<file path="src/source/core_pkg.sv">
`default_nettype none

package core_pkg;

    typedef logic [31:0] word_t;
    typedef logic [7:0]  pc_t;
    typedef logic [3:0]  reg_addr_t;
    typedef logic [5:0]  dmem_addr_t;

    // memory sizes in words
    localparam int IMEM_DEPTH = 128;
    localparam int DMEM_DEPTH = 64;
    localparam int NUM_REGS   = 16;

    // one-hot control states
    typedef enum logic [6:0] {
        FETCH        = 7'b0000001,
        FETCH_WAIT   = 7'b0000010,
        DECODE       = 7'b0000100,
        EXECUTE      = 7'b0001000,
        EXECUTE_WAIT = 7'b0010000,
        WRITE        = 7'b0100000,
        HALTED       = 7'b1000000
    } state_t;

endpackage

`default_nettype wire

</file>
<file path="src/source/regs.sv">
`timescale 1ns/100ps
`default_nettype none

module regs
    import core_pkg::*;
(
    input  logic      clk,
    input  logic      rstn,
    input  logic      wr_en,
    input  reg_addr_t wr_addr,
    input  word_t     wr_data,
    input  reg_addr_t rd_addr_a,
    input  reg_addr_t rd_addr_b,
    output word_t     rd_data_a,
    output word_t     rd_data_b
);

    word_t rf [NUM_REGS];

    always_ff @(posedge clk) begin
        if (!rstn) begin
            for (int i = 0; i < NUM_REGS; i++) begin
                rf[i] <= '0;
            end
        end else if (wr_en && (wr_addr != '0)) begin
            // r0 never written, so it stays zero
            rf[wr_addr] <= wr_data;
        end
    end

    assign rd_data_a = rf[rd_addr_a];
    assign rd_data_b = rf[rd_addr_b];

endmodule

`default_nettype wire

</file>
<file path="config.mk">
export PLATFORM = sky130hd
export DESIGN_NAME = regs
export DESIGN_NICKNAME = d
export VERILOG_FILES = /design/src/source/core_pkg.sv /design/src/source/regs.sv
export SDC_FILE = /design/constraint.sdc
export NUM_CORES = 1
export LEC_CHECK = 0
export BUFFER_PORTS_ARGS = -buffer_cell sky130_fd_sc_hd__buf_2
export CORE_MARGIN = 3
export CORE_UTILIZATION = 62
export CTS_CLUSTER_SIZE = 30
export DETAILED_ROUTE_END_ITERATION = 10
export GPL_TIMING_DRIVEN = 0
export PLACE_DENSITY_LB_ADDON = 0.15
export SLEW_MARGIN = 10
export SYNTH_ARGS = -nofsm -noshare
export SYNTH_HDL_FRONTEND = slang
export SYNTH_SLANG_ARGS = --single-unit
</file>
<file path="constraint.sdc">
create_clock -name clk -period 5.75 [get_ports clk]
set_clock_uncertainty 0.2 [all_clocks]
set_input_delay 1.15 -clock clk [delete_from_list [all_inputs] [get_ports clk]]
set_output_delay 1.15 -clock clk [all_outputs]
set_load 0.05 [all_outputs]
</file>
After elaboration in Yosys (flattened, before gate mapping) --
Memory sizes are Yosys's and may differ from the RTL's. Cells that the tools add are included.
Storage, ports and cells: output and inout bits 64, word-level logic and storage cells 11, memories kept 1, register bits 0, memory bits (writable) 512
Memories:
- rf | words 16, width 32, read ports 2, clocked after Yosys merged registers in 0, write ports 16, line regs.sv:18 | word_t rf [NUM_REGS];
Cells by class: reductions and logical operators 3, muxes and demuxes 7
Operator list (number):
- $mux 32 | 1
- $reduce_or 32->1 | 1
- $mux 1 | 5
- $mux 4 | 1
- $reduce_bool 4->1 | 1
- $logic_and 1x1->1 | 1

Depth between registers and ports, before layout --
word-level depth 7, gate-level depth with buffers 5, gate-level depth less buffers 3

Least setup slack after synthesis --
No wires, ideal clock.
kind input-to-reg, start input rstn, end memory rf[5][0] (netlist bit), enable pin, arrival 3896 ps, stages on the path 3, required time 5084 ps, setup slack 1188 ps, cells stage by stage buf_2 > nand4b_1 > o21ai_0
RTL lines:
- start: declaration | line regs.sv:8 | input logic rstn,
- end: declaration | line regs.sv:18

Worst setup path in the final report --
start input rd_addr_b[2], end output rd_data_b[10]
Between the ends: cells in the longest elaborated chain, start to end 1
Ends and longest elaborated chain:
- start: declaration | line regs.sv:13 | input reg_addr_t rd_addr_b,
- $mem_v2 16x32
- end: declaration | line regs.sv:15 | output word_t rd_data_b
No other way between the ends.

==> metrics.yaml <==
floorplan:
  start_util: 0.636
  coreArea_um2: 41400
  row_count: 74
  die_w_um: 212
  die_h_um: 212
  io_pins: 111
  die_area_um2: 45000
synth:
  synth_top_family_by_area: "multiplexers"
  syn_avg_cell_area_um2: 15.9
  seq_area_frac_synth: 0.584
  synthXorXnorAreaFrac: 0
  netlist_area_um2: 26300
  synth_compound_area_frac: 0.0388
  post_synth_fa_ha_maj_area_fraction: 0
  yosys_register_bits: 512
  muxShareOfSynthArea: 0.219
  yosys_warnings: 0
  yosys.area_share.simple: 0.130
  synth.distinct_cells: 21
  syn_inst: 1652
clocking:
  root_buffer: "clkbuf_16"
  ctsLongestPathBuffers: 3
  cts_hold_buf: 0
  cts_inserted_buffers: 53
  clkTransAtPathRegs_ns: 0.06
  cts_tree: "done"
  cts_setup_buffers: 0
  cts.repair.resized: 0
  h-tree-depth: 2
  clock-sinks: 512
setup_path:
  path_depth: 6
  cp_num_buf_inv: 3
  critPathMaxFanout: 10
  cp.required_ns: 4.40
  crit_family: "buffers and inverters"
  cp-start-kind: "input pin"
  critPathSlowestCell: "clkbuf_1"
  max_stage_delay_ns: 0.75
  path_cells: "buf_2 > nor2_1 > clkbuf_1 > a22oi_1 > nand2_1 > buf_2"
  worstSetupEndpointType: "output pin"
  cp_common_cell: "buf_2"
  path_class: "in2out"
  worstPathArrival_ns: 3.35
timing:
  drv_slew: 0
  hold_violations: 0
  max_slew_margin: 0.0877
  period_minus_slack_ns: 4.70
  max_freq_mhz: 213
  worst_pin_slew_ns: 1.36
  setup_viol: 0
  fin_crit_sh: 0.817
  holdWs_ns: 0.688
  rsz0062_at_grt: "false"
final_layout:
  area_growth_pct: 13.5
  finalNetCount: 1910
  multi_input_area_um2: 10500
  largest_register_ffs: 512
  seqCellArea_um2: 15400
  final_util: 0.722
  instances_no_fill: 2438
  fin_area_um2: 29900
  drive_gt1_frac: 0.261
  largest_register: "rf"
  fill_cells: 2591
  reg.largest.list: "rf (512)"
grt:
  antenna_found_initial: 6
  gr-total-overflow: 0
  grt_pass1_vias: 17700
  grt_max_degree: 22
  grt_util_all_layers: 0.355
  grt_first_pass_wirelength_um: 113000
status:
  status: "complete, no violations"
detailed_routing:
  wl_per_cell_um: 31.9
  drt_iter0_markers: 2552
  wirelength_um: 77900
  drtAntennaViolNets: 0
  remaining_drc_errors: 0
  firstDrtPassIters: 6
  via_count: 17000
  vias_per_cell: 6.96
place:
  numPortBuffers: 106
  gp_congestion: 0.898
  dp_hpwl_um: 53200
  place_inst: 2340
  place_area_um2: 28300
flow_run:
  max_cap_viol_count: 0
pwr:
  power.leakage_nw: 10.4
  cellPowerDensity_nw_per_um2: 302
  peakVddDrop_uv: 259
hold_path:
  min_path_type: "in2reg"
  worstHoldPathCells: 2
cells in the final DEF (no fill, tap or decap), types with 12 or more instances in the layout:
master     Yosys  layout
edfxtp_1     512     512
and2_1       482     482
mux4_2       256     256
a22oi_1      128     128
clkbuf_1     111     126
buf_2         13     119
nand2_1       65      65
clkbuf_16      0      55
conb_1         1      32
buf_4         20      20
buf_1         19      19
clkinv_1       0      18
nor2_1        14      14
buf_16         0      13
o21ai_4        0      12
metrics by stage:
step | setup slack, ns | setup TNS (ns) | total power, mW
2_1_floorplan | 1.19 | 0 | 5.34
3_3_place_gp | -1.97 | -560.36 | 5.71
3_5_place_dp | 1.15 | 0 | 5.78
4_1_cts | 1.12 | 0 | 9.01
5_1_grt | 1.02 | 0 | 9.25
6_report | 1.05 | 0 | 9.04
path summary, 6_finish.rpt:
kind | start | endpoint | slack, ns
setup / recovery | rd_addr_b[2] | rd_data_b[10] | 1.05
hold / removal | wr_data[23] | rf[13][23]$_SDFFCE_PN0P_ | 0.69
cell usage after synthesis (all sizes together):
| cell | n | area, µm² |
|---|---|---|
| buf | 54 | 309 |
| inv | 1 | 3.75 |
| and2 | 482 | 3020 |
| nor3 | 3 | 25.0 |
| nand2 | 65 | 244 |
| nor2b | 4 | 25.0 |
| o21ai | 12 | 60.1 |
| mux4 | 256 | 5770 |
| nand4b | 2 | 17.5 |
| conb | 1 | 3.75 |
| clkbuf | 111 | 417 |
| edfxtp | 512 | 15400 |
| nor2 | 14 | 52.6 |
| a22oi | 128 | 961 |
| nand4 | 1 | 6.26 |
| nand4bb | 1 | 11.3 |
| nand2b | 5 | 31.3 |
layout make-up:
type,count,share of cell area
clock buffers,70,0.0479
clock inverters,26,0.00624
diodes,2,0.000167
flip-flops and latches,512,0.515
repair buffers,125,0.0338
plain buffers,165,0.0243
well taps,532,0.0223
multi-input cells,1005,0.351
inverters,1,0.000126
layer usage:
| metal | vias up | global-route usage | wire length (µm) | part of all wire |
|---|---|---|---|---|
| met1 | 8666 | 0.468 | 27000 | 0.35 |
| met2 | 1221 | 0.567 | 37600 | 0.48 |
| met5 | - | 0 | 12 | 0.00015 |
| met4 | 2 | 0.134 | 3030 | 0.039 |
| met3 | 235 | 0.107 | 10200 | 0.13 |
| li1 | 6856 | - | - | - |
power by group:
group | switching [mW] | total (mW) | internal, mW | leakage, nW
Sequential | 0.108 | 4.44 | 4.33 | 4.89
Clock | 1.43 | 3.30 | 1.87 | 0.786
Combinational | 0.810 | 1.30 | 0.488 | 4.76
logic make-up (layout without fill, tap and decap cells):
family          after synthesis  count (layout)
compound gates              140             140
flops                       512             512
simple gates                577             577
mux                         256             256
buf+inv                     166             387
other cells                   1              34
No activity file was read; power rests on OpenSTA's default activity.
