[src/source/core_pkg.sv]
`default_nettype none

package core_pkg;

    typedef logic [31:0] word_t;
    typedef logic [7:0]  pc_t;
    typedef logic [3:0]  reg_addr_t;
    typedef logic [5:0]  dmem_addr_t;

    // memory sizes in words
    localparam int IMEM_DEPTH = 128;
    localparam int DMEM_DEPTH = 64;
    localparam int NUM_REGS   = 16;

    // one-hot control states
    typedef enum logic [6:0] {
        FETCH        = 7'b0000001,
        FETCH_WAIT   = 7'b0000010,
        DECODE       = 7'b0000100,
        EXECUTE      = 7'b0001000,
        EXECUTE_WAIT = 7'b0010000,
        WRITE        = 7'b0100000,
        HALTED       = 7'b1000000
    } state_t;

endpackage

`default_nettype wire

[src/source/lsu.sv]
`timescale 1ns/100ps
`default_nettype none

module lsu
    import core_pkg::*;
(
    input  logic  clk,
    input  logic  rstn,
    input  logic  mem_req,
    input  logic  mem_write,
    input  word_t addr,
    input  word_t wdata,
    output word_t rdata,
    output logic  mem_done
);

    dmem_addr_t index;
    logic       we;

    // word index wraps at DMEM_DEPTH
    assign index = addr[$bits(dmem_addr_t)-1:0];
    assign we    = mem_req && mem_write;

    sync_ram #(
        .elem_t (word_t),
        .DEPTH  (DMEM_DEPTH)
    ) dmem (
        .clk   (clk),
        .we    (we),
        .addr  (index),
        .wdata (wdata),
        .rdata (rdata)
    );

    // load data is valid in the done cycle
    always_ff @(posedge clk) begin
        if (!rstn) begin
            mem_done <= 1'b0;
        end else begin
            mem_done <= mem_req;
        end
    end

endmodule

`default_nettype wire

[src/source/sync_ram.sv]
`timescale 1ns/100ps
`default_nettype none

module sync_ram #(
    parameter type elem_t = logic [31:0],
    parameter int  DEPTH  = 64
) (
    input  logic                     clk,
    input  logic                     we,
    input  logic [$clog2(DEPTH)-1:0] addr,
    input  elem_t                    wdata,
    output elem_t                    rdata
);

    elem_t mem [DEPTH];

    // write on the edge, registered read
    always_ff @(posedge clk) begin
        if (we) begin
            mem[addr] <= wdata;
        end
        rdata <= mem[addr];
    end

endmodule

`default_nettype wire

[config.mk]
export PLATFORM = sky130hd
export DESIGN_NAME = lsu
export DESIGN_NICKNAME = d
export VERILOG_FILES = /design/src/source/core_pkg.sv /design/src/source/lsu.sv /design/src/source/sync_ram.sv
export SDC_FILE = /design/constraint.sdc
export NUM_CORES = 2
export LEC_CHECK = 0
export BUFFER_PORTS_ARGS = -buffer_cell sky130_fd_sc_hd__buf_2
export CAP_MARGIN = 20
export CORE_ASPECT_RATIO = 1.1
export CORE_MARGIN = 5
export CORE_UTILIZATION = 45
export CTS_CLUSTER_DIAMETER = 50
export DETAILED_ROUTE_END_ITERATION = 6
export MAX_ROUTING_LAYER = met4
export PLACE_DENSITY_LB_ADDON = 0.08
export SLEW_MARGIN = 20
export SYNTH_ARGS = -nofsm -noshare
export SYNTH_HDL_FRONTEND = slang
export SYNTH_SLANG_ARGS = --single-unit
[constraint.sdc]
create_clock -name clk -period 3.7 [get_ports clk]
set_input_delay 0.185 -clock clk [delete_from_list [all_inputs] [get_ports clk]]
set_output_delay 0.185 -clock clk [all_outputs]
set_load 0.005 [all_outputs]
# Word level (Yosys, flattened, before mapping)
# Memory sizes are Yosys's and may differ from the RTL's. A register that Yosys moved wholly into a read port is not among the register bits.
# Cells that the tools add are included.
[totals]
regBits = 1
latch_bits = 0
ram_bits = 2048
romBits = 0
in_bits = 68
out_inout_bits = 33
wordCells = 5
memories = 1
[memory_table]
columns = ["name", "depth", "word_bits", "read_ports", "rd_ports_with_merged_regs", "write_ports", "line", "rtl"]
rows = [
  ["dmem.mem", 64, 32, 1, 1, 1, "sync_ram.sv:15", "elem_t mem [DEPTH];"],
]
[op_classes]
add_sub_neg = 0
multipliers = 0
div = 0
magnitude_cmp = 0
eq_ne = 0
shifts = 0
mux = 2
n_bitwise = 0
n_reduce_logical = 1
[ops]
columns = ["operator", "n"]
rows = [
  ["2-to-1 mux 1 bit", 2],
  ["logical AND 1 bit", 1],
]

# Logic depth before layout (Yosys ltp)
[logic_depth]
ltp_word = 3
ltp_mapped = 11
depth_no_buf = 6

# Cells and area by module
# Synthesis repeated with hierarchy kept, for this count alone.
[hier_totals]
cells_unflattened = 4242
area_unflattened_um2 = 78960.7
[modules_own_cells]
columns = ["mod", "n_inst", "cells_per_inst", "area_each_um2", "seq_area_each_um2"]
rows = [
  ["sync_ram", 1, 4239, 78928.2, 62139.6],
  ["lsu", 1, 3, 32.5, 20.0],
]

# Worst setup path after synthesis
# No wires, ideal clock.
[synth_path]
path_type = "input to register"
startpoint = "input port addr[1]"
endpoint = "memory dmem.mem[14][0] in the netlist's numbering, enable pin"
setup_ns = 0.421
arrival_ns = 3.031
required_ns = 3.279
slack_ns = 0.247
path_stages = 8
n_path_buf = 5
path_cell_list = "buf_6 -> nor2b_1 -> buf_4 -> buf_2 -> buf_1 -> buf_1 -> nand3_1 -> nor2_1"
[synth_rtl]
columns = ["element", "line", "rtl"]
rows = [
  ["start, declared", "lsu.sv:11", "input word_t addr,"],
  ["end, declared", "sync_ram.sv:15", ""],
]
# Straight into the memory's write port.

==> impl_results.md <==
* Vias in the first global route at approximately 44,000
* # IOs at roughly 100
* Yosys warnings at 0
* Antenna Nets Post-Route at 0
* Hold_ws at 0.0865 ns
* Via count at approximately 46,000
* Post-Syn Area per Cell at 17.7 um2
* Multiplexer area fraction after synthesis at 0.0413
* Max Clock Skew at approximately 0.083 ns
* Normalized max-slew margin at 0.274
* Port Buffer Count at 74
* Crit start category: input pin
* Routed WL at 259 mm
* Final setup viols at 0
* VDD IR max at between 0.4 and 0.5 mV
* Worst-path clk slew at ~0.060 ns
* Number of remaining DRC errors at 0
* Die Span X at between 400 and 500 um
* Post-synthesis register bit count at 2,081
* Design Power at about 0.049 W
* Hold/Removal Path Class: in -> reg
* Die Y at 448 um
* Final setup TNS at 0 ns
* TritonCTS Sinks at about 2,100
* Initial Util at 0.453
* Lkg Pwr at between 20 and 30 nW
* DP Area at ~84,000 um2
* Post-synthesis cell area at 78,500 um2
* HPWL Detailed at 154 mm
* Clk_lat worst skew at approximately 0.89 ns
* Share of layout cells above drive strength 1 at 0.184
* Synth Net Count at approximately 4,500
* Post-synth EDFFs at just over 2,000
* Setup bufs post-CTS at 0
* Critical path class: in -> reg
* Ys flop type: edfxtp_1
* Required @ worst endpoint at around 4.4 ns
* GR Overflow Total at 0
* Hold Vio Cnt, Final at 0
* Root Driver: clkbuf_16
* Pins Over Slew Limit at 0
* P&R area growth vs syn at 16.4%
* Worst Setup End Kind: flip-flop
* Crit path DAT at 4.13 ns
* Main combinational cell family by area after synthesis: compound AO/OA/AOI/OAI gates
* Synth Area in Simple Gates at 0.0268
* Max-capacitance violation count at 0
* Synth Area in Compound Gates at 0.119
* Initial DRC count at just over 5,000
* Largest net degree at the start of global routing at 67
* Via/cell ratio at about 6.4
* Distinct cells, synth at 63
* Outcome: complete, no violations
* Sequential area share after synthesis at 0.792
* Fin nets at about 4,800
* CTS tree: built
* Ys async rst share at 0
* Routed len/inst at approximately 36 um
* RSZ-0062 raised after global routing: no
* Worst slew pin tran at between 1 and 1.5 ns
* Initial antenna violation count at 10
* CTS max path bufs at 3
* Post-synthesis cell count at ~4,400
* Detailed Routing Iterations Pass 1 at 6
* First-pass GRT wire length at 357 mm
* Post-synthesis xor/xnor area fraction at 0
* Core area at around 170,000 um2
* Rows at 160
* Finished layout cell area at 91,400 um2
* CP Max Fanout at 33
* Part of the cycle the worst path needs at 0.914
* Die area at 183,000 um2
* H-tree lvl count at 4
* CTS Buf Count at 212
* Post-Synth Adder-Cell Area at 0
* Pwr per Cell Area at 540 nW/um2
* Final Core Density at 0.528
* Max Fclk at 296 MHz
* Total GRT Usage at 0.286
* Final Wtd Congestion at between 0.8 and 0.9
* Period minus WS final at about 3.4 ns
[cells in the final DEF, fill, tap and decap left out, types with 47 or more instances in the layout]
master,netlist,routed
buf_4,25,248
nor2_1,184,118
clkinv_1,0,47
edfxtp_1,2048,2048
a221oi_1,305,305
nor3_1,80,80
mux2i_1,155,155
nor2_4,0,66
o21ai_0,119,119
a22oi_1,375,375
nand2_1,68,67
o22ai_1,191,191
buf_2,142,56
buf_12,0,93
mux2_2,86,86
clkbuf_1,105,58
a21oi_1,106,106
clkbuf_16,0,213
[routing by layer]
metal	vias up	part of all wire	track usage
li1	19200	-	-
met1	24500	0.42	0.392
met2	2124	0.48	0.456
met3	394	0.074	0.0411
met4	0	0.029	0.0785
met5	-	0	-
[worst max-delay path: stages]
cell and delay [ns]:
dlygate4sd3_1 0.60, buf_2 0.52, nor2b_1 0.39, nand2_2 0.19
buf_12 0.32, o221ai_1 0.15, a2111oi_0 0.73, nand4_1 0.16
a41o_1 0.24, dlygate4sd3_1 0.56
[worst paths after layout]
path | start | endpoint | slack [ns] | cells past startpoint
worst min register to register | dmem.mem[56][5]$_DFFE_PP_ | dmem.rdata[5]$_DFF_P_ | 0.66 | 4
worst max register to register | dmem.mem[62][31]$_DFFE_PP_ | dmem.rdata[31]$_DFF_P_ | 0.92 | 7
worst max-delay path | addr[3] | dmem.rdata[31]$_DFF_P_ | 0.32 | 10
worst min-delay path | wdata[2] | dmem.mem[30][2]$_DFFE_PP_ | 0.09 | 1
[cell type report]
cell class              instances  area (um2)
diodes                         11        27.5
fillers                     13800       81800
inverters                       5        28.8
multi-input cells            2000       15300
repair buffers                435        4400
clock buffers                 273        5580
clock inverters               122        1070
flip-flops and latches       2081       62200
well taps                    2268        2840
[registers in the layout, indices dropped and copies added, names as in the netlist]
name        count
dmem.mem     2048
mem_done        1
dmem.rdata     32
[synthesized netlist by cell type, drive strengths merged (33+ instances only)]
master / count / area share
buf: 231 / 0.015
mux2: 86 / 0.012
o21ai: 122 / 0.0078
a22oi: 375 / 0.036
nor3: 80 / 0.0051
nand3: 34 / 0.0022
a221oi: 305 / 0.034
clkbuf: 105 / 0.0050
edfxtp: 2048 / 0.78
nand2: 68 / 0.0033
mux2i: 155 / 0.020
a21oi: 106 / 0.0068
dfxtp: 33 / 0.0084
nor2: 185 / 0.0089
o22ai: 191 / 0.015
[stage by stage]
step | std cells | worst slack [ns]
finish | 7195 | 0.318
global route | 7190 | 0.283
CTS | 7170 | 0.519
detailed placement | 6754 | 0.349
global placement | 6753 | 0.321
floorplan | 4422 | 0.247
[kinds of logic after synthesis]
kind of cell           after synthesis
muxes                              273
and+or+nand+nor                    451
buffers and inverters              341
DFF                               2081
AOI/OAI and AO/OA                 1276
[where the power goes]
| part | internal [W] | switching [W] | leakage (nW) |
|---|---|---|---|
| clock | 0.0113 | 0.00920 | 3.24 |
| sequential | 0.0260 | 0.0000803 | 18.7 |
| combinational | 0.000822 | 0.00188 | 6.85 |
[what timing repair did]
action	in CTS	in global routing
endpoints found under the hold margin	487	896
gates resized for setup	0	0
hold buffers	21	14
Power figures use the tool's default switching activity.
