$ cat config.mk
export PLATFORM = sky130hd
export DESIGN_NAME = fetcher
export DESIGN_NICKNAME = d
export VERILOG_FILES = /design/src/source/core_pkg.sv /design/src/source/isa_pkg.sv /design/src/source/fetcher.sv /design/src/source/sync_ram.sv
export SDC_FILE = /design/constraint.sdc
export NUM_CORES = 2
export LEC_CHECK = 0
export BUFFER_PORTS_ARGS = -buffer_cell sky130_fd_sc_hd__clkbuf_2
export CORE_MARGIN = 5
export CORE_UTILIZATION = 62
export CTS_CLUSTER_DIAMETER = 60
export DETAILED_ROUTE_END_ITERATION = 7
export PLACE_DENSITY_LB_ADDON = 0.08
export RECOVER_POWER = 100
export SYNTH_ARGS = -nofsm -noshare
export SYNTH_HDL_FRONTEND = slang
export SYNTH_SLANG_ARGS = --single-unit
$ cat constraint.sdc
create_clock -name clk -period 3.9 [get_ports clk]
set_input_delay 0.39 -clock clk [delete_from_list [all_inputs] [get_ports clk]]
set_output_delay 0.39 -clock clk [all_outputs]
set_load 0.01 [all_outputs]
$ cat src/source/core_pkg.sv
`default_nettype none

package core_pkg;

    typedef logic [31:0] word_t;
    typedef logic [7:0]  pc_t;
    typedef logic [3:0]  reg_addr_t;
    typedef logic [5:0]  dmem_addr_t;

    // memory sizes in words
    localparam int IMEM_DEPTH = 128;
    localparam int DMEM_DEPTH = 64;
    localparam int NUM_REGS   = 16;

    // one-hot control states
    typedef enum logic [6:0] {
        FETCH        = 7'b0000001,
        FETCH_WAIT   = 7'b0000010,
        DECODE       = 7'b0000100,
        EXECUTE      = 7'b0001000,
        EXECUTE_WAIT = 7'b0010000,
        WRITE        = 7'b0100000,
        HALTED       = 7'b1000000
    } state_t;

endpackage

`default_nettype wire

$ cat src/source/isa_pkg.sv
`default_nettype none

package isa_pkg;

    typedef logic [15:0] instr_t;

    // major opcode, top nibble of every instruction
    typedef enum logic [3:0] {
        OP_ADD  = 4'd0,
        OP_SUB  = 4'd1,
        OP_AND  = 4'd2,
        OP_OR   = 4'd3,
        OP_XOR  = 4'd4,
        OP_SLT  = 4'd5,
        OP_SLL  = 4'd6,
        OP_SRL  = 4'd7,
        OP_LI   = 4'd8,
        OP_LD   = 4'd9,
        OP_ST   = 4'd10,
        OP_BEQ  = 4'd11,
        OP_BNE  = 4'd12,
        OP_JAL  = 4'd13,
        OP_HALT = 4'd14,
        OP_NOP  = 4'd15
    } opcode_t;

    // alu function, same as the low three bits of opcodes 0..7
    typedef enum logic [2:0] {
        ALU_ADD = 3'd0,
        ALU_SUB = 3'd1,
        ALU_AND = 3'd2,
        ALU_OR  = 3'd3,
        ALU_XOR = 3'd4,
        ALU_SLT = 3'd5,
        ALU_SLL = 3'd6,
        ALU_SRL = 3'd7
    } alu_op_t;

    // instruction fields
    localparam int OP_MSB  = 15;
    localparam int OP_LSB  = 12;
    localparam int RD_MSB  = 11;
    localparam int RD_LSB  = 8;
    localparam int RS1_MSB = 7;
    localparam int RS1_LSB = 4;
    localparam int RS2_MSB = 3;
    localparam int RS2_LSB = 0;
    // branch offset shares bits with rs2
    localparam int OFF_MSB = 3;
    localparam int OFF_LSB = 0;
    // immediate of li and jal
    localparam int IMM_MSB = 7;
    localparam int IMM_LSB = 0;

endpackage

`default_nettype wire
$ cat src/source/fetcher.sv
`timescale 1ns/100ps
`default_nettype none

module fetcher
    import core_pkg::*;
    import isa_pkg::*;
(
    input  logic   clk,
    input  logic   rstn,
    input  logic   prog_we,
    input  pc_t    prog_addr,
    input  instr_t prog_data,
    input  pc_t    pc,
    input  logic   fetch_order,
    output instr_t instr,
    output logic   fetched
);

    logic [$clog2(IMEM_DEPTH)-1:0] ram_addr;

    // prog_addr is a word index, pc a byte address
    assign ram_addr = prog_we ? prog_addr[$clog2(IMEM_DEPTH)-1:0]
                              : pc[$clog2(IMEM_DEPTH):1];

    sync_ram #(
        .elem_t (instr_t),
        .DEPTH  (IMEM_DEPTH)
    ) imem (
        .clk   (clk),
        .we    (prog_we),
        .addr  (ram_addr),
        .wdata (prog_data),
        .rdata (instr)
    );

    // instruction word shows up together with fetched
    always_ff @(posedge clk) begin
        if (!rstn) begin
            fetched <= 1'b0;
        end else begin
            fetched <= fetch_order;
        end
    end

endmodule

`default_nettype wire

$ cat src/source/sync_ram.sv
`timescale 1ns/100ps
`default_nettype none

module sync_ram #(
    parameter type elem_t = logic [31:0],
    parameter int  DEPTH  = 64
) (
    input  logic                     clk,
    input  logic                     we,
    input  logic [$clog2(DEPTH)-1:0] addr,
    input  elem_t                    wdata,
    output elem_t                    rdata
);

    elem_t mem [DEPTH];

    // write on the edge, registered read
    always_ff @(posedge clk) begin
        if (we) begin
            mem[addr] <= wdata;
        end
        rdata <= mem[addr];
    end

endmodule

`default_nettype wire

Word-level counts from Yosys, hierarchy flattened
Memory sizes are Yosys's and may differ from the RTL's. A register that Yosys moved wholly into a read port is not among the register bits. Index checks and enable logic that the tools add are counted.

Bits in registers: 1. Bits in latches: 0. Bits in writable memories: 2048. ROM bits: 0. Input bits: 36. Output and inout bits: 17. Logic and storage cells: 5. Memories: 1.

$add $sub $neg: 0. $mul: 0. Divide/modulo/power cells: 0. Order comparisons: 0. Equal/unequal tests: 0. Shift-type cells: 0. Multiplexer cells: 3. Bitwise logic cells: 0. Reduce and logical (&&, ||, !) cells: 0.

Memories: imem.mem (depth 128, width 16, read ports 1, clocked after Yosys merged registers in 1, write ports 1, line sync_ram.sv:15) `elem_t mem [DEPTH];`.

Operators with widths (number): 7-bit 2-to-1 mux (1); 1-bit 2-to-1 mux (2).

Logic depth before layout (Yosys ltp)
Depth in word-level cells: 2. Mapped depth: 11. Depth with buffers taken out: 7.

Hierarchy
Synthesis repeated with hierarchy kept, for this count alone.

Cell total of the unflattened synthesis: 4633. Area, all modules: 79004.5 µm².

By module, submodules not included: sync_ram (times used 1, cells each 4623, area an instance 78861.9 µm², sequential area each 61819.3 µm²); fetcher (times used 1, cells each 10, area an instance 142.6 µm², sequential area each 20.0 µm²).

Least setup slack after synthesis
Ideal clock, no wire load.

Path kind: input to register. Start: input port prog_we. End: memory imem.mem[64][0] in the netlist's numbering (enable). Library setup time: 0.388 ns. Arrival time: 2.524 ns. Data required time: 3.512 ns. Path slack: 0.988 ns. Stages on the path: 8. Buffers on the path: 5. Path through: buf_6 buf_2 o32a_1 clkbuf_1 clkbuf_1 or2_2 clkbuf_1 nor2_1.

Cells in the longest elaborated chain, start to end: 2. Elaborated cells between the ends (all ways): 3. Classes of those cells: mux: 3.

RTL lines: start, declared (line fetcher.sv:10) `input logic prog_we,`; 1-bit 2-to-1 mux (line sync_ram.sv:19) `if (we) begin`; 1-bit 2-to-1 mux (implied by the code) (line sync_ram.sv:20) `mem[addr] <= wdata;`; end, declared (line sync_ram.sv:15).

Parallel ways exist; a longest one is shown, timed or not.

Worst setup path in the final report
Start: input port prog_we. End: memory imem.mem[99][8] in the netlist's numbering (enable).

The elaborated chain is that of the path after synthesis.

==> results.txt <==
----------------------------------------------------
[Outcome]
  Result of the run ... complete, but fails checks
  Failing checks ... max-capacitance violations, max-slew violations

[Power]
  Cell internal pwr ... 35.6 mW
  Combinational share of power ... 5.1%
  Sequential group share of total power ... 54.2%
  Leakage dissipation ... 25.4 nW
  Clock group share of total power ... 40.6%
  Switch Pwr ... 9.81 mW
  Largest voltage drop on the vdd net ... 0.000506 V
  Switching share of power ... 21.6%
  Cell Pwr Density ... about 530 mW/mm^2

[Placement]
  Worst setup slack after placement ... 0.269 ns
  Gpl congestion ... between 0.8 and 0.9
  Count of buffers from port buffering ... 50
  Detailed Place HPWL ... between 100 and 150 mm

[Clocking]
  CTS clk-pin slew, worst paths ... roughly 0.060 ns
  Setup fix buffers added after clock tree synthesis ... 0
  Post-CTS Hold Fix Bufs ... 4
  Clk sink count ... between 2000 and 2500
  Count of H-tree levels built during CTS ... 4
  TritonCTS clock tree ... yes
  Count of instances resized after the clock tree is built ... 0
  Total CTS buffers ... 196
  Root cell of the clock tree ... sky130_fd_sc_hd__clkbuf_16
  Latest clock arrival within the worst-skew pair ... roughly 0.84 ns
  Worst-case clock buffer depth ... 3

[Synth]
  Share of synthesized registers carrying an async set or reset ... 0%
  Flops & latches, synth ... 2065
  Post-Syn Nets ... 3995
  Warning count from the yosys run ... 0
  Syn Std Cell Area ... 0.0750 mm^2
  Number of enable flip-flop cells after synthesis ... 2048
  Seq/Total Area, Yosys ... roughly 82%
  Main synth FF type ... sky130_fd_sc_hd__edfxtp_1
  Cells after synthesis ... 3959
  Netlist cell types ... 52
  Post-synthesis average cell area ... 19.0 um^2

[GRT]
  Via count of the first global-routing pass ... about 42000
  Total track usage ... 32.5%
  Initial antenna violation count ... 20
  Pin count of the biggest net entering global routing ... 129
  First-pass GRT wire length ... between 200 and 300 mm
  Overflow after GRT ... 0

[Timing]
  Final Cycle Share ... 86.8%
  Clk_skew ... 0.0383 ns
  Fmax ... ~0.3 GHz
  Slew headroom ... -153%
  Transition time at the pin with the least slew margin ... 3.80 ns
  Unrepaired setup endpoints after global routing ... false
  Setup Total Neg Slack ... 0 ns
  Count of final hold-check violations ... 0
  Post-layout min period ... 3.39 ns
  Setup violations, final ... 0
  Final Max Slew Viols ... 1235
  Final WS setup ... 0.515 ns

[Critical path]
  Max FO, Critical Path ... 23
  Critical R2R Capture ... imem.rdata[13]
  Beginning of the worst register-to-register path ... imem.mem[93][13]
  Worst reg-to-reg path cell count ... 6
  Category of the worst setup path launch point ... primary input
  CP required ... around 4.4 ns
  Data arrival time of the critical path ... approximately 3.8 ns
  Start-to-end type of the worst setup path ... in2reg
  Worst setup slack for register-to-register paths ... 1.32 ns
  Type of element capturing the critical path ... flip-flop

[Routing]
  Iteration count of the initial detailed-routing pass ... 6
  Post-DR wirelength/cell ... approximately 34 um
  DRT antenna net count ... 0
  1st-iter DRT viols ... approximately 5800
  Number of vias in the routed layout ... 42716
  WL final ... around 210 mm
  DRC errors left ... 0
  Detailed-route vias per instance ... 7.07

[Floorplanning]
  Die footprint ... ~0.13 mm^2
  Core Area ... 0.120 mm^2
  Height of the chip ... roughly 360 um
  # rows ... 127
  Count of boundary I/O pins ... 53
  DIE WIDTH ... 358 um
  Effective utilization at floorplan ... 62.5%

[Run]
  Reported max-cap violation count ... 20

[Layout]
  Net count of the finished layout ... 4294
  Share of post-route cells with drive strength above 1 ... 12.8%
  Signed area change from the synthesized netlist to the final layout ... 13.4%
  Fill cells ... 7484

[Min path]
  Worst hold path startpoint ... prog_data[8]
  Type of the worst min-delay path ... in2reg
  Min-Delay Path Depth ... 1
  Worst hold endpoint ... imem.mem[0][8]

----------------------------------------------------
## area by class of cell
| class | count | area, um^2 | area share (%) |
|---|---|---|---|
| inverters | 4 | 15.0 | 0.0176 |
| clock buffers | 257 | 5200 | 6.12 |
| well taps | 1612 | 2020 | 2.37 |
| multi-input cells | 1607 | 12000 | 14.0 |
| diodes | 7 | 17.5 | 0.0206 |
| clock inverters | 109 | 1090 | 1.28 |
| flip-flops and latches | 2065 | 61800 | 72.7 |
| repair buffers | 384 | 2940 | 3.46 |
## synthesized netlist by cell type (2+ instances only)
library cell                   n  area, um^2
sky130_fd_sc_hd__a21oi_1       2        10.0
sky130_fd_sc_hd__a221oi_1     14         123
sky130_fd_sc_hd__a22oi_1     988        7420
sky130_fd_sc_hd__a41oi_1     247        2160
sky130_fd_sc_hd__and3_1        2        12.5
sky130_fd_sc_hd__buf_1        20        75.1
sky130_fd_sc_hd__buf_2        95         475
sky130_fd_sc_hd__buf_4        21         158
sky130_fd_sc_hd__buf_6         7        78.8
sky130_fd_sc_hd__clkbuf_1    140         526
sky130_fd_sc_hd__dfxtp_1      17         340
sky130_fd_sc_hd__edfxtp_1   2048       61500
sky130_fd_sc_hd__inv_1         4        15.0
sky130_fd_sc_hd__mux2i_1      37         370
sky130_fd_sc_hd__nand2_1      19        71.3
sky130_fd_sc_hd__nand2b_1      6        37.5
sky130_fd_sc_hd__nand4b_2      2        30.0
sky130_fd_sc_hd__nand4bb_1     3        33.8
sky130_fd_sc_hd__nor2_1      132         495
sky130_fd_sc_hd__nor2b_1       2        12.5
sky130_fd_sc_hd__nor3_1        2        10.0
sky130_fd_sc_hd__nor4_1       30         188
sky130_fd_sc_hd__o21a_1        6        45.0
sky130_fd_sc_hd__o21ai_0      16        80.1
sky130_fd_sc_hd__o21ai_1       2        10.0
sky130_fd_sc_hd__o21ai_2       4        35.0
sky130_fd_sc_hd__o22a_1        2        17.5
sky130_fd_sc_hd__o22ai_1      33         206
sky130_fd_sc_hd__o31ai_4       2        42.5
sky130_fd_sc_hd__o32ai_1       2        17.5
sky130_fd_sc_hd__or2_2         2        12.5
sky130_fd_sc_hd__or4_1        32         240
## kinds of logic (layout without fill, tap and decap cells)
logic type	after synthesis	after routing	share of synthesized area (%)
and+or+nand+nor	242	242	1.66
muxes	37	37	0.494
buffers and inverters	287	754	1.77
DFF	2065	2065	82.4
AOI/OAI and AO/OA	1328	1328	13.7
other	0	7	0
## placed cells by master, fill, tap and decap left out, types with 5 or more instances in the layout
| cell | count |
|---|---|
| sky130_fd_sc_hd__clkinv_2 | 25 |
| sky130_fd_sc_hd__edfxtp_1 | 2048 |
| sky130_fd_sc_hd__or4_1 | 32 |
| sky130_fd_sc_hd__clkbuf_16 | 196 |
| sky130_fd_sc_hd__nand2_1 | 19 |
| sky130_fd_sc_hd__o21a_1 | 6 |
| sky130_fd_sc_hd__clkinv_8 | 5 |
| sky130_fd_sc_hd__inv_16 | 6 |
| sky130_fd_sc_hd__buf_4 | 177 |
| sky130_fd_sc_hd__clkbuf_2 | 61 |
| sky130_fd_sc_hd__diode_2 | 7 |
| sky130_fd_sc_hd__mux2i_1 | 37 |
| sky130_fd_sc_hd__a22oi_1 | 987 |
| sky130_fd_sc_hd__bufinv_16 | 14 |
| sky130_fd_sc_hd__a221oi_1 | 14 |
| sky130_fd_sc_hd__clkinv_1 | 52 |
| sky130_fd_sc_hd__o22ai_1 | 33 |
| sky130_fd_sc_hd__nor4_1 | 30 |
| sky130_fd_sc_hd__nor2_1 | 132 |
| sky130_fd_sc_hd__o21ai_4 | 5 |
| sky130_fd_sc_hd__o21ai_0 | 17 |
| sky130_fd_sc_hd__buf_12 | 45 |
| sky130_fd_sc_hd__a41oi_1 | 247 |
| sky130_fd_sc_hd__nand2b_1 | 6 |
| sky130_fd_sc_hd__clkbuf_1 | 150 |
| sky130_fd_sc_hd__clkbuf_8 | 7 |
| sky130_fd_sc_hd__dfxtp_1 | 17 |
## state kept, by name (all words and copies together), names as in the netlist
register,count
imem.mem,2048
fetched,1
imem.rdata,16
## how the worst max path moves through the flow
stage                     cells past startpoint     from         endpoint  slack (ns)
after global placement                       10    pc[1]   imem.rdata[13]        0.25
after CTS                                    11  prog_we   imem.rdata[13]        1.16
final                                         9  prog_we  imem.mem[99][8]        0.51
after global routing                          9  prog_we  imem.mem[33][8]        0.52
after detailed placement                     11  prog_we   imem.rdata[13]        0.27
after floorplan                               8  prog_we  imem.mem[64][0]        0.99
## power groups by stage
stage | sequential (mW) | combinational, mW | clock, mW
4_1_cts | 24.6 | 2.32 | 18.6
3_3_place_gp | 25.0 | 2.25 | 0
6_report | 24.6 | 2.33 | 18.4
5_1_grt | 24.6 | 2.42 | 19.6
2_1_floorplan | 25.0 | 0.973 | 0
3_5_place_dp | 25.0 | 2.31 | 0
## worst max-delay path, cell delays in order
cell,delay [ns]
sky130_fd_sc_hd__clkbuf_1,0.14
sky130_fd_sc_hd__buf_4,0.30
sky130_fd_sc_hd__clkbuf_1,0.52
sky130_fd_sc_hd__nand3_1,0.12
sky130_fd_sc_hd__o21ai_0,0.13
sky130_fd_sc_hd__clkbuf_1,1.07
sky130_fd_sc_hd__nand2_1,0.42
sky130_fd_sc_hd__nor2_1,0.18
sky130_fd_sc_hd__clkbuf_2,0.55
## layer usage
metal | global-route usage [%] | part of all wire [%] | vias to the layer above
met4 | 10.8 | 3.6 | 18
met3 | 8.64 | 12 | 456
met5 | 1.25 | 0.17 | -
li1 | - | - | 17629
met1 | 45.8 | 37 | 21752
met2 | 50.6 | 47 | 2861
## through the flow
stage | area (um^2) | utilization (%) | power (mW) | hold slack (ns) | std cells
after detailed placement | 79200 | 65.9 | 27.4 | 0.628 | 5668
after global routing | 85100 | 70.8 | 46.6 | 0.205 | 6040
after CTS | 85500 | 71.2 | 45.5 | 0.0147 | 6038
after global placement | 79200 | 65.9 | 27.3 | 0.622 | 5668
final | 85100 | 70.8 | 45.4 | 0.195 | 6045
after floorplan | 75000 | - | 26.0 | 0.489 | 3959
(Power assumes the default switching activity.)
