File: src/source/core_pkg.sv
`default_nettype none

package core_pkg;

    typedef logic [31:0] word_t;
    typedef logic [7:0]  pc_t;
    typedef logic [3:0]  reg_addr_t;
    typedef logic [5:0]  dmem_addr_t;

    // memory sizes in words
    localparam int IMEM_DEPTH = 128;
    localparam int DMEM_DEPTH = 64;
    localparam int NUM_REGS   = 16;

    // one-hot control states
    typedef enum logic [6:0] {
        FETCH        = 7'b0000001,
        FETCH_WAIT   = 7'b0000010,
        DECODE       = 7'b0000100,
        EXECUTE      = 7'b0001000,
        EXECUTE_WAIT = 7'b0010000,
        WRITE        = 7'b0100000,
        HALTED       = 7'b1000000
    } state_t;

endpackage

`default_nettype wire

File: src/source/isa_pkg.sv
`default_nettype none

package isa_pkg;

    typedef logic [15:0] instr_t;

    // major opcode, top nibble of every instruction
    typedef enum logic [3:0] {
        OP_ADD  = 4'd0,
        OP_SUB  = 4'd1,
        OP_AND  = 4'd2,
        OP_OR   = 4'd3,
        OP_XOR  = 4'd4,
        OP_SLT  = 4'd5,
        OP_SLL  = 4'd6,
        OP_SRL  = 4'd7,
        OP_LI   = 4'd8,
        OP_LD   = 4'd9,
        OP_ST   = 4'd10,
        OP_BEQ  = 4'd11,
        OP_BNE  = 4'd12,
        OP_JAL  = 4'd13,
        OP_HALT = 4'd14,
        OP_NOP  = 4'd15
    } opcode_t;

    // alu function, same as the low three bits of opcodes 0..7
    typedef enum logic [2:0] {
        ALU_ADD = 3'd0,
        ALU_SUB = 3'd1,
        ALU_AND = 3'd2,
        ALU_OR  = 3'd3,
        ALU_XOR = 3'd4,
        ALU_SLT = 3'd5,
        ALU_SLL = 3'd6,
        ALU_SRL = 3'd7
    } alu_op_t;

    // instruction fields
    localparam int OP_MSB  = 15;
    localparam int OP_LSB  = 12;
    localparam int RD_MSB  = 11;
    localparam int RD_LSB  = 8;
    localparam int RS1_MSB = 7;
    localparam int RS1_LSB = 4;
    localparam int RS2_MSB = 3;
    localparam int RS2_LSB = 0;
    // branch offset shares bits with rs2
    localparam int OFF_MSB = 3;
    localparam int OFF_LSB = 0;
    // immediate of li and jal
    localparam int IMM_MSB = 7;
    localparam int IMM_LSB = 0;

endpackage

`default_nettype wire
File: src/source/decoder.sv
`timescale 1ns/100ps
`default_nettype none

module decoder
    import core_pkg::*;
    import isa_pkg::*;
(
    input  instr_t    instr,
    input  pc_t       pc,
    output reg_addr_t rs_a_addr,
    output reg_addr_t rs_b_addr,
    input  word_t     rs_a_data,
    input  word_t     rs_b_data,
    output logic      is_alu,
    output logic      is_mem,
    output logic      is_store,
    output logic      is_branch,
    output logic      is_jump,
    output logic      is_subst,
    output logic      is_halt,
    output alu_op_t   alu_op,
    output logic      branch_ne,
    output word_t     opd_a,
    output word_t     opd_b,
    output pc_t       target,
    output reg_addr_t rd_addr
);

    opcode_t opcode;
    word_t   imm_word;
    pc_t     jump_off;
    pc_t     branch_off;

    assign opcode = opcode_t'(instr[OP_MSB:OP_LSB]);

    // instruction classes
    assign is_alu    = !instr[OP_MSB];
    assign is_subst  = (opcode == OP_LI);
    assign is_mem    = (opcode == OP_LD) || (opcode == OP_ST);
    assign is_store  = (opcode == OP_ST);
    assign is_branch = (opcode == OP_BEQ) || (opcode == OP_BNE);
    assign is_jump   = (opcode == OP_JAL);
    assign is_halt   = (opcode == OP_HALT);
    assign branch_ne = (opcode == OP_BNE);

    assign alu_op  = alu_op_t'(instr[OP_LSB+2:OP_LSB]);
    assign rd_addr = instr[RD_MSB:RD_LSB];

    // stores and branches need rd on the b port
    assign rs_a_addr = instr[RS1_MSB:RS1_LSB];
    assign rs_b_addr = (is_store || is_branch) ? instr[RD_MSB:RD_LSB]
                                               : instr[RS2_MSB:RS2_LSB];

    // li value goes out on opd_b
    assign imm_word = {{24{instr[IMM_MSB]}}, instr[IMM_MSB:IMM_LSB]};
    assign opd_a    = rs_a_data;
    assign opd_b    = is_subst ? imm_word : rs_b_data;

    // offsets in halfwords, scaled to bytes
    assign jump_off   = {instr[IMM_MSB-1:IMM_LSB], 1'b0};
    assign branch_off = {{3{instr[OFF_MSB]}}, instr[OFF_MSB:OFF_LSB], 1'b0};
    assign target     = pc + 8'd2 + (is_jump ? jump_off : branch_off);

endmodule

`default_nettype wire

File: config.mk
export PLATFORM = sky130hd
export DESIGN_NAME = decoder
export DESIGN_NICKNAME = d
export VERILOG_FILES = /design/src/source/core_pkg.sv /design/src/source/isa_pkg.sv /design/src/source/decoder.sv
export SDC_FILE = /design/constraint.sdc
export NUM_CORES = 1
export LEC_CHECK = 0
export ABC_AREA = 1
export BUFFER_PORTS_ARGS = -buffer_cell sky130_fd_sc_hd__buf_2
export CAP_MARGIN = 40
export CORE_AREA = 2 2 71 73
export DETAILED_ROUTE_END_ITERATION = 8
export DIE_AREA = 0 0 73 75
export GPL_TIMING_DRIVEN = 0
export PLACE_DENSITY_LB_ADDON = 0.15
export SLEW_MARGIN = 20
export SYNTH_ARGS = -nofsm -noshare
export SYNTH_HDL_FRONTEND = slang
export SYNTH_SLANG_ARGS = --single-unit
File: constraint.sdc
create_clock -name vclk -period 2.6
set_clock_uncertainty 0.15 [all_clocks]
set_input_delay 0.13 -clock vclk [all_inputs]
set_output_delay 0.13 -clock vclk [all_outputs]
set_load 0.02 [all_outputs]
# Yosys cells after proc, flatten, opt, wreduce, memory -nomap -nowiden

Cells that the tools add are included.

Reduce and logical (&&, ||, !) cells: 4
Add/subtract/negate cells: 2
$lt $le $gt $ge: 0
Multiply operators: 0
Shift operators: 0
Eq/ne operators: 7
Bitwise operators: 0
Muxes and demuxes: 3
Div/mod/pow operators: 0

Operators with widths:

| operator                                                       | count |
|---|---|
| 32-bit two-way mux                                             | 1 |
| 4-bit == test (second input constant)                          | 7 |
| 8-bit by 2-bit adder with 8-bit output (second input constant) | 1 |
| 8-bit adder                                                    | 1 |
| 8-bit two-way mux                                              | 1 |
| 4-bit two-way mux                                              | 1 |
| 1-bit logical OR                                               | 3 |
| 1-bit zero test                                                | 1 |

Input port bits: 88
Bits in latches: 0
Output and inout bits: 95
RAM bits: 0
Memory bits (read-only): 0
Memories kept: 0
Register bits: 0
Word-level logic and storage cells: 16

# Longest topological paths before layout

Gate-level depths: netlist of the first run.

Depth after elaboration: 4
Depth in mapped cells: 15
Gate-level depth less buffers: 15

# Worst setup path after synthesis of the first run

No wires, ideal clock.

Kind: input-to-output
Start: input instr[14]
End: output target[7]
Required time: 2,320 ps
Path slack: 577 ps
Buffers on the path: 0
Data arrival time: 1,743 ps
Stages on the path: 15
Cell sequence: nand2_1 inv_2 nand2_2 nand2_2 o21ai_0 inv_1 ha_1 ha_1 nand2_1 inv_1 nand2_1 nand2_1 nor2_1 nand3_1 nand2_1

Word-level cells in the longest chain between the ends: 3

RTL lines:

| item              | RTL line      | source |
|---|---|---|
| start, declared   | decoder.sv:8  | `input instr_t instr,` |
| 4-bit == test     | decoder.sv:42 | `assign is_jump = (opcode == OP_JAL);` |
| 8-bit two-way mux | decoder.sv:62 | `assign target = pc + 8'd2 + (is_jump ? jump_off : branch_off);` |
| 8-bit adder       | decoder.sv:62 |  |
| end, declared     | decoder.sv:25 | `output pc_t target,` |

No other way between the ends.

# Final worst setup path of the first run

Start: input instr[12]
End: output target[7]

The elaborated chain is that of the path after synthesis.

==> results of run 1 <==
stage by stage:
stage	hold slack [ns]	instance area [µm²]	instances
6_report	0.327	2060	410
5_1_grt	0.332	2060	410
4_1_cts	0.327	2060	410
3_5_place_dp	0.327	2060	410
3_3_place_gp	0.328	2060	410
2_1_floorplan	0.187	1240	206
how the worst max path moves through the flow:
stage                          from   endpoint  slack (ns)  depth (start not counted)
after floorplan           instr[14]  target[7]        0.58                         15
after global placement    instr[12]  target[7]        0.18                         16
after detailed placement  instr[12]  target[7]        0.20                         16
after CTS                 instr[12]  target[7]        0.19                         16
after global routing      instr[12]  target[7]        0.02                         16
final                     instr[12]  target[7]        0.24                         16
layer usage:
| layer | GRT usage | vias up | share of wire |
|---|---|---|---|
| li1 | - | 898 | - |
| met1 | 0.161 | 718 | 0.40 |
| met2 | 0.233 | 102 | 0.51 |
| met3 | 0.0107 | 0 | 0.092 |
| met4 | 0 | 0 | 0 |
| met5 | 0 | - | 0 |
worst max-delay path, delay by kind of cell:
kind,cells,cell delay [ns]
and+or+nand+nor,8,0.70
buffers and inverters,5,0.46
AOI/OAI and AO/OA,1,0.16
adders and majority gates,2,0.62
timing repair:
item / 4_1_cts / 5_1_grt
gates resized for setup: 0 / 3
endpoints found under the hold margin: 0 / 0
endpoints found under the setup margin: 0 / 1
kinds of logic (layout without fill, tap and decap cells):
family,Yosys count,count (layout),synth area share
AND/OR/NAND/NOR,103,103,0.365
buffers and inverters,70,220,0.385
AO/OA/AOI/OAI,16,16,0.0879
adder cells (fa/ha/maj),12,12,0.127
XOR/XNOR,5,5,0.0354
layout make-up:
cell class,count,area (µm²)
Multi-Input combinational cell,136,764
Inverter,21,86.3
Fill cell,520,2600
Buffer,49,390
Timing Repair Buffer,150,753
Tap cell,54,67.6
power breakdown:
part	internal (W)	total, W	switching [W]
Sequential	0	0	0
Combinational	0.000204	0.000494	0.000290
Clock	0	0	0
Total	0.000204	0.000494	0.000290
layout by cell type (no fill, tap or decap):
master | netlist | routed
ha_1 | 11 | 11
o21ai_1 | 0 | 1
nor2_1 | 4 | 4
inv_2 | 3 | 3
fa_1 | 1 | 1
xnor2_1 | 2 | 2
nand3_1 | 10 | 10
buf_2 | 0 | 149
buf_8 | 1 | 1
nor3_1 | 3 | 3
inv_8 | 1 | 1
o21ai_2 | 3 | 3
nor2_2 | 2 | 2
buf_6 | 4 | 4
xor2_1 | 3 | 3
o22ai_4 | 1 | 1
nor2_8 | 1 | 1
o21ai_0 | 8 | 7
nand2_4 | 2 | 2
clkbuf_4 | 0 | 1
a21oi_1 | 2 | 2
nand2_1 | 76 | 75
a31oi_1 | 1 | 1
buf_4 | 44 | 44
inv_1 | 17 | 17
o22ai_1 | 1 | 1
nand2_2 | 5 | 6
==> results.yml, run 1 <==
die:
  coreArea_um2: 4660
  start_util: 0.266
  dieHeight_um: 75
  die_area_um2: 5480
  die_w_um: 73
  pin_count: 183
  core.rowCount: 25
logic_synthesis:
  synth_common_cells: "76 x nand2_1, 44 x buf_4, 17 x inv_1"
  yosysTopAreaCell: "buf_4"
  syn_inst: 206
  synth_fp_nets: 306
  yosysUniqueCellTypes: 24
  netlist.area_leader.share: 0.267
  yosysMostFrequentCell: "nand2_1"
  syn_area_um2: 1240
  synth_area_leaders: "buf_4 27%, nand2_1 23%, ha_1 11%, inv_1 5.2%, nand3_1 4.0%"
  avgSynthCellArea_um2: 6.01
  yosysWarnings: 0
  ys_seq_area_frac: 0
placed_design:
  port_buffers: 150
  pre_cts_ws_ns: 0.199
  dp_hpwl_um: 3710
  place_congestion: 0.753
final_layout:
  n_antenna_cell: 0
  final_nets: 458
  area_delta_synth_final_pct: 66.5
  final_core_util: 0.442
  layout-drive-gt1-share: 0.612
  n_sequential_cell: 0
  clkbuf_count: 0
  seq_area_um2: 0
critical_path:
  max_stage_delay_ns: 0.34
  critPathLaunchType: "primary input"
  cp_slowest_cell: "ha_1"
  crit_type: "in2out"
  critPathArrivalTime_ns: 2.08
  path_max_fanout: 7
  cpMostUsedCell: "nand2_1"
  endpoint_kind: "output port"
  worstPathRequired_ns: 2.32
  path_cells: "clkbuf_4, inv_2, nor2_2, nand2_2, o21ai_0, inv_1, ha_1, ha_1, nand2_1, inv_1, nand2_1, nand2_1, nor2_1, nand3_1, nand2_1, buf_2"
grt:
  grt.total_usage: 0.123
  grt_overflow: 0
  grt_antenna_before_repair: 0
  grt_max_degree: 11
  grt_pass1_wl_um: 5710
  first_global_vias: 1324
route:
  ant_nets: 0
  dr.first_iter.drc_count: 52
  vias_per_cell: 4.19
  dr.pass1.iters: 4
  drc_errors: 0
  wl_per_cell_um: 10.2
  wl_um: 4180
  dr_total_vias: 1718
power_and_ir_drop:
  total_power_w: 0.000494
  peakVddDrop_mv: 0.116
  cellLeakagePower_nw: 1.45
  powerDensity_nw_per_um2: 240
min_path:
  hold_end: "opd_a[9]"
  hold_class: "in2out"
  hold_path_depth: 2
  min-delay-start: "rs_a_data[9]"
sta:
  finalCriticalPeriod_ns: 2.36
  slew_viol_final: 0
  hold_violations: 0
  finalSetupViolations: 0
  worstMarginPinSlew_ns: 0.308
  slew_headroom: 0.794
  rsz0062_at_grt: "false"
  fin_tns_setup_ns: 0
  fmax_mhz: 424
  worst_slack_ns: 0.240
  min_period_over_period: 0.908
clocking:
  cts_hold_buf: 0
  postCtsSetupBuffers: 0
run:
  drv_cap: 0
run_status:
  status: "complete, no violations"
(Power assumes the default switching activity.)
==> run 2: changes to the inputs <==
- ABC_AREA: 1 -> unset
- BUFFER_PORTS_ARGS: -buffer_cell sky130_fd_sc_hd__buf_2 -> -buffer_cell sky130_fd_sc_hd__buf_4
- REMOVE_ABC_BUFFERS: unset -> 1
==> run 2 against run 1 <==
Effect of this change: global-route usage is 3.8 points higher; via count fell by 25%; utilization fell by 8.3 points; worst hold slack got worse by 0.22 ns; non-clock buffer count down 82; combinational power down 14%; sequential share of layout area stayed put; synthesized area fell by 11%; first-iteration DRC count is 46% lower; design area is 19% lower; setup slack worse by 0.14 ns; critical endpoint unchanged; largest cell class unchanged.
==> results.yml, run 2 <==
final_layout:
  area_delta_synth_final_pct: 50.9
  clkbuf_count: 0
  final_common_cell: "buf_4"
  n_antenna_cell: 0
  layout_common_cells: "117 x buf_4, 70 x nand2_1, 11 x ha_1"
  nFillCells: 523
  layout-drive-gt1-share: 0.525
  seq_area_um2: 0
  final_core_util: 0.359
  n_sequential_cell: 0
  final_nets: 344
  final_cells: 296
route:
  vias_per_cell: 4.38
  dr.first_iter.drc_count: 28
  wl_per_cell_um: 16.7
  wl_um: 4950
  drc_errors: 0
  dr.pass1.iters: 3
  ant_nets: 0
  dr_total_vias: 1295
clocking:
  cts_hold_buf: 0
  ctsResizeCount: 0
  postCtsSetupBuffers: 0
logic_synthesis:
  synth-xor-area-share: 0.0474
  synth_top_family_by_area: "buffers and inverters"
  syn_area_um2: 1110
  syn_inst: 176
  synthSimpleGateAreaFrac: 0.306
  yosysMostFrequentCell: "nand2_1"
  synth_fa_ha_area_frac: 0.142
  synth_compound_area_frac: 0.0632
  ys_seq_area_frac: 0
  netlist.area_leader.share: 0.298
  synth_area_leaders: "buf_4 30%, nand2_1 24%, ha_1 12%, mux2_2 6.1%, xnor2_1 3.2%"
  yosysWarnings: 0
  yosysUniqueCellTypes: 26
  synth_mux_area_frac: 0.0700
  avgSynthCellArea_um2: 6.30
  synth_common_cells: "70 x nand2_1, 44 x buf_4, 11 x ha_1"
  yosysTopAreaCell: "buf_4"
critical_path:
  worstPathRequired_ns: 2.32
  path_max_fanout: 8
  crit_type: "in2out"
  startpoint: "instr[13]"
  critPathArrivalTime_ns: 2.22
  critPathLaunchType: "primary input"
  endpoint: "target[7]"
  endpoint_kind: "output port"
die:
  die_area_um2: 5480
  core.rowCount: 25
  pin_count: 183
  dieHeight_um: 75
  die_w_um: 73
  start_util: 0.238
  coreArea_um2: 4660
grt:
  grt_pass1_wl_um: 6450
  grt.total_usage: 0.161
  first_global_vias: 1140
  grt_overflow: 0
  grt_max_degree: 35
  grt_antenna_before_repair: 0
sta:
  finalCriticalPeriod_ns: 2.50
  rsz0062_at_grt: "false"
  slew_viol_final: 0
  fmax_mhz: 400
  worstMarginPinSlew_ns: 0.636
  finalSetupViolations: 0
  min_period_over_period: 0.962
  fin_tns_setup_ns: 0
  slew_headroom: 0.576
  hold_violations: 0
power_and_ir_drop:
  powerDensity_nw_per_um2: 255
  peakVddDrop_mv: 0.124
  cellLeakagePower_nw: 1.06
placed_design:
  dp_hpwl_um: 4320
  port_buffers: 117
  place_congestion: 0.742
  placed_cells: 296
min_path:
  hold_class: "in2out"
run:
  drv_cap: 0
run_status:
  status: "complete, no violations"
-- run 2: cell count changes in the layout (fill, tap and decap cells not counted), sizes merged, moves of 3 or more --
cell	delta
buf	-81
mux2	+6
nand2b	+3
nor2	-4
inv	-16
a21oi	+3
nand2	-12
nand3	-10
o21ai	-8
-- run 2: routing by layer --
| metal | vias to the layer above | global-route usage | wire (µm) |
|---|---|---|---|
| met2 | 125 | 0.228 | 1990 |
| met4 | 2 | 0 | 4 |
| met1 | 525 | 0.193 | 1990 |
| li1 | 641 | - | - |
| met5 | - | 0.0833 | 45 |
| met3 | 2 | 0.133 | 925 |
-- run 2: cell families (layout without fill, tap and decap cells) --
family,count (synthesis),after routing
mux,7,7
simple gates,82,82
buf+inv,57,123
xor+xnor,6,6
fa+ha+maj,12,12
compound gates,12,12
-- run 2: critical path, cell delays in order --
cell,delay (ns)
buf_4,0.14
and4b_2,0.34
mux2_2,0.35
ha_1,0.28
ha_1,0.33
o21ai_0,0.09
o21bai_1,0.08
a21oi_1,0.18
xnor2_1,0.14
buf_4,0.16
-- run 2: worst min-delay path by stage --
stage                        from         to  slack (ns)  cells after the start
finish              rs_a_data[23]  opd_a[23]        0.11                      0
global route        rs_a_data[29]  opd_a[29]        0.11                      0
CTS                 rs_a_data[23]  opd_a[23]        0.11                      0
detailed placement  rs_a_data[23]  opd_a[23]        0.11                      0
global placement    rs_a_data[23]  opd_a[23]        0.11                      0
floorplan               instr[12]  alu_op[0]        0.11                      0
-- run 2: power breakdown --
group | internal [W] | total (W) | switching, W
Sequential | 0 | 0 | 0
Clock | 0 | 0 | 0
Combinational | 0.000208 | 0.000427 | 0.000219
-- run 2: stage by stage --
| stage | hold WS (ns) | power [W] | setup slack, ns | cell area (µm²) |
|---|---|---|---|---|
| after floorplan | 0.110 | 0.000208 | 0.148 | 724 |
| after global placement | 0.110 | 0.000430 | 0.0569 | 1670 |
| after detailed placement | 0.110 | 0.000428 | 0.0846 | 1670 |
| after CTS | 0.110 | 0.000431 | 0.0660 | 1670 |
| after global routing | 0.110 | 0.000462 | 0.0114 | 1670 |
| final | 0.110 | 0.000427 | 0.0986 | 1670 |
-- run 2: area by class of cell --
cell class,count,area (µm²),share of cell area
Tap cell,54,67.6,0.0404
Multi-Input combinational cell,119,699,0.418
Inverter,6,27.5,0.0165
Timing Repair Buffer,117,878,0.525
==> run 3: changes to the inputs <==
- ABC_AREA: unset -> 1
- SLEW_MARGIN: 20 -> unset
==> run 3 against run 2 <==
Effect of this change: sequential share of layout area unchanged; highest routed layer unchanged; final cell count increased by 11%; first-iteration DRC count increased by 54%; combinational power increased by 4.7%; utilization increased by 2.6 points; via count increased by 11%; die area unchanged; setup slack improved by 0.13 ns; power increased by 4.9%; sequential cell count unchanged.
==> results.yml, run 3 (same netlist as run 1, synthesis figures left out) <==
min_path:
  hold_path_depth: 0
  hold_end: "opd_a[10]"
  min-delay-start: "rs_a_data[10]"
  hold_class: "in2out"
route:
  drc_errors: 0
  dr_total_vias: 1434
  wl_per_cell_um: 14.2
  dr.pass1.iters: 4
  vias_per_cell: 4.37
  dr.first_iter.drc_count: 43
  ant_nets: 0
  wl_um: 4650
final_layout:
  final_core_util: 0.385
  multi_input_area_um2: 762
  n_antenna_cell: 0
  nFillCells: 529
  final_common_cell: "buf_4"
  n_sequential_cell: 0
  layout-drive-gt1-share: 0.493
  final_area_um2: 1790
  area_delta_synth_final_pct: 44.8
  final_nets: 376
  layout_common_cells: "117 x buf_4, 76 x nand2_1, 17 x inv_1"
  clkbuf_count: 0
  seq_area_um2: 0
critical_path:
  critPathLaunchType: "primary input"
  max_stage_delay_ns: 0.35
  worstPathRequired_ns: 2.32
  cpMostUsedCell: "nand2_1"
  critPathArrivalTime_ns: 2.09
  path_max_fanout: 7
  path_buf_inv: 5
  crit_type: "in2out"
  path_cells: "buf_4, inv_2, nor2_2, nand2_2, o21ai_0, inv_1, ha_1, ha_1, nand2_1, inv_1, nand2_1, nand2_1, nor2_1, nand3_1, nand2_1, buf_4"
  endpoint_kind: "output port"
  cp_slowest_cell: "ha_1"
  cp_top_family: "simple AND/OR/NAND/NOR gates"
sta:
  fmax_mhz: 421
  worstMarginPinSlew_ns: 0.271
  hold_violations: 0
  fin_tns_setup_ns: 0
  finalCriticalPeriod_ns: 2.37
  slew_viol_final: 0
  slew_headroom: 0.819
  finalSetupViolations: 0
  rsz0062_at_grt: "false"
  min_period_over_period: 0.913
placed_design:
  place_congestion: 0.720
  port_buffers: 117
  placed_area_um2: 1790
  dp_hpwl_um: 3930
clocking:
  ctsResizeCount: 0
  cts_hold_buf: 0
  postCtsSetupBuffers: 0
grt:
  grt_pass1_wl_um: 6140
  first_global_vias: 1205
  grt_antenna_before_repair: 0
  grt_max_degree: 38
  grt_overflow: 0
  grt.total_usage: 0.145
die:
  start_util: 0.266
  die_area_um2: 5480
  pin_count: 183
  core.rowCount: 25
  die_w_um: 73
  coreArea_um2: 4660
  dieHeight_um: 75
power_and_ir_drop:
  cellLeakagePower_nw: 1.17
  powerDensity_nw_per_um2: 249
  peakVddDrop_mv: 0.0968
run:
  drv_cap: 0
run_status:
  status: "complete, no violations"
run 3: metrics by stage:
step	power, W	hold WS (ns)	instances	worst slack [ns]
after CTS	0.000454	0.110	328	0.187
final	0.000447	0.110	328	0.226
after floorplan	0.000228	0.110	157	0.577
after global placement	0.000450	0.110	328	0.209
after detailed placement	0.000452	0.110	328	0.198
after global routing	0.000486	0.110	328	0.0111
run 3: worst max-delay path by stage:
stage               from  depth (start not counted)        end
2_1_floorplan  instr[14]                         15  target[7]
3_3_place_gp   instr[15]                         17  target[7]
3_5_place_dp   instr[15]                         17  target[7]
4_1_cts        instr[15]                         17  target[7]
5_1_grt        instr[15]                         17  target[7]
6_report       instr[12]                         16  target[7]
run 3: layout make-up:
cell class | instances | share of cell area
tap | 54 | 0.0377
timing repair buffer | 117 | 0.490
inverter | 21 | 0.0481
multi-input combinational | 136 | 0.425
run 3: power breakdown:
group | switching, W | total (W) | internal [W]
Sequential | 0 | 0 | 0
Clock | 0 | 0 | 0
Combinational | 0.000240 | 0.000447 | 0.000207
run 3: metal layers:
metal,wire [µm],vias to the layer above,GRT usage
met5,31,-,0.0648
met2,1850,114,0.182
li1,-,732,-
met1,1920,584,0.196
met3,837,2,0.115
met4,4,2,0
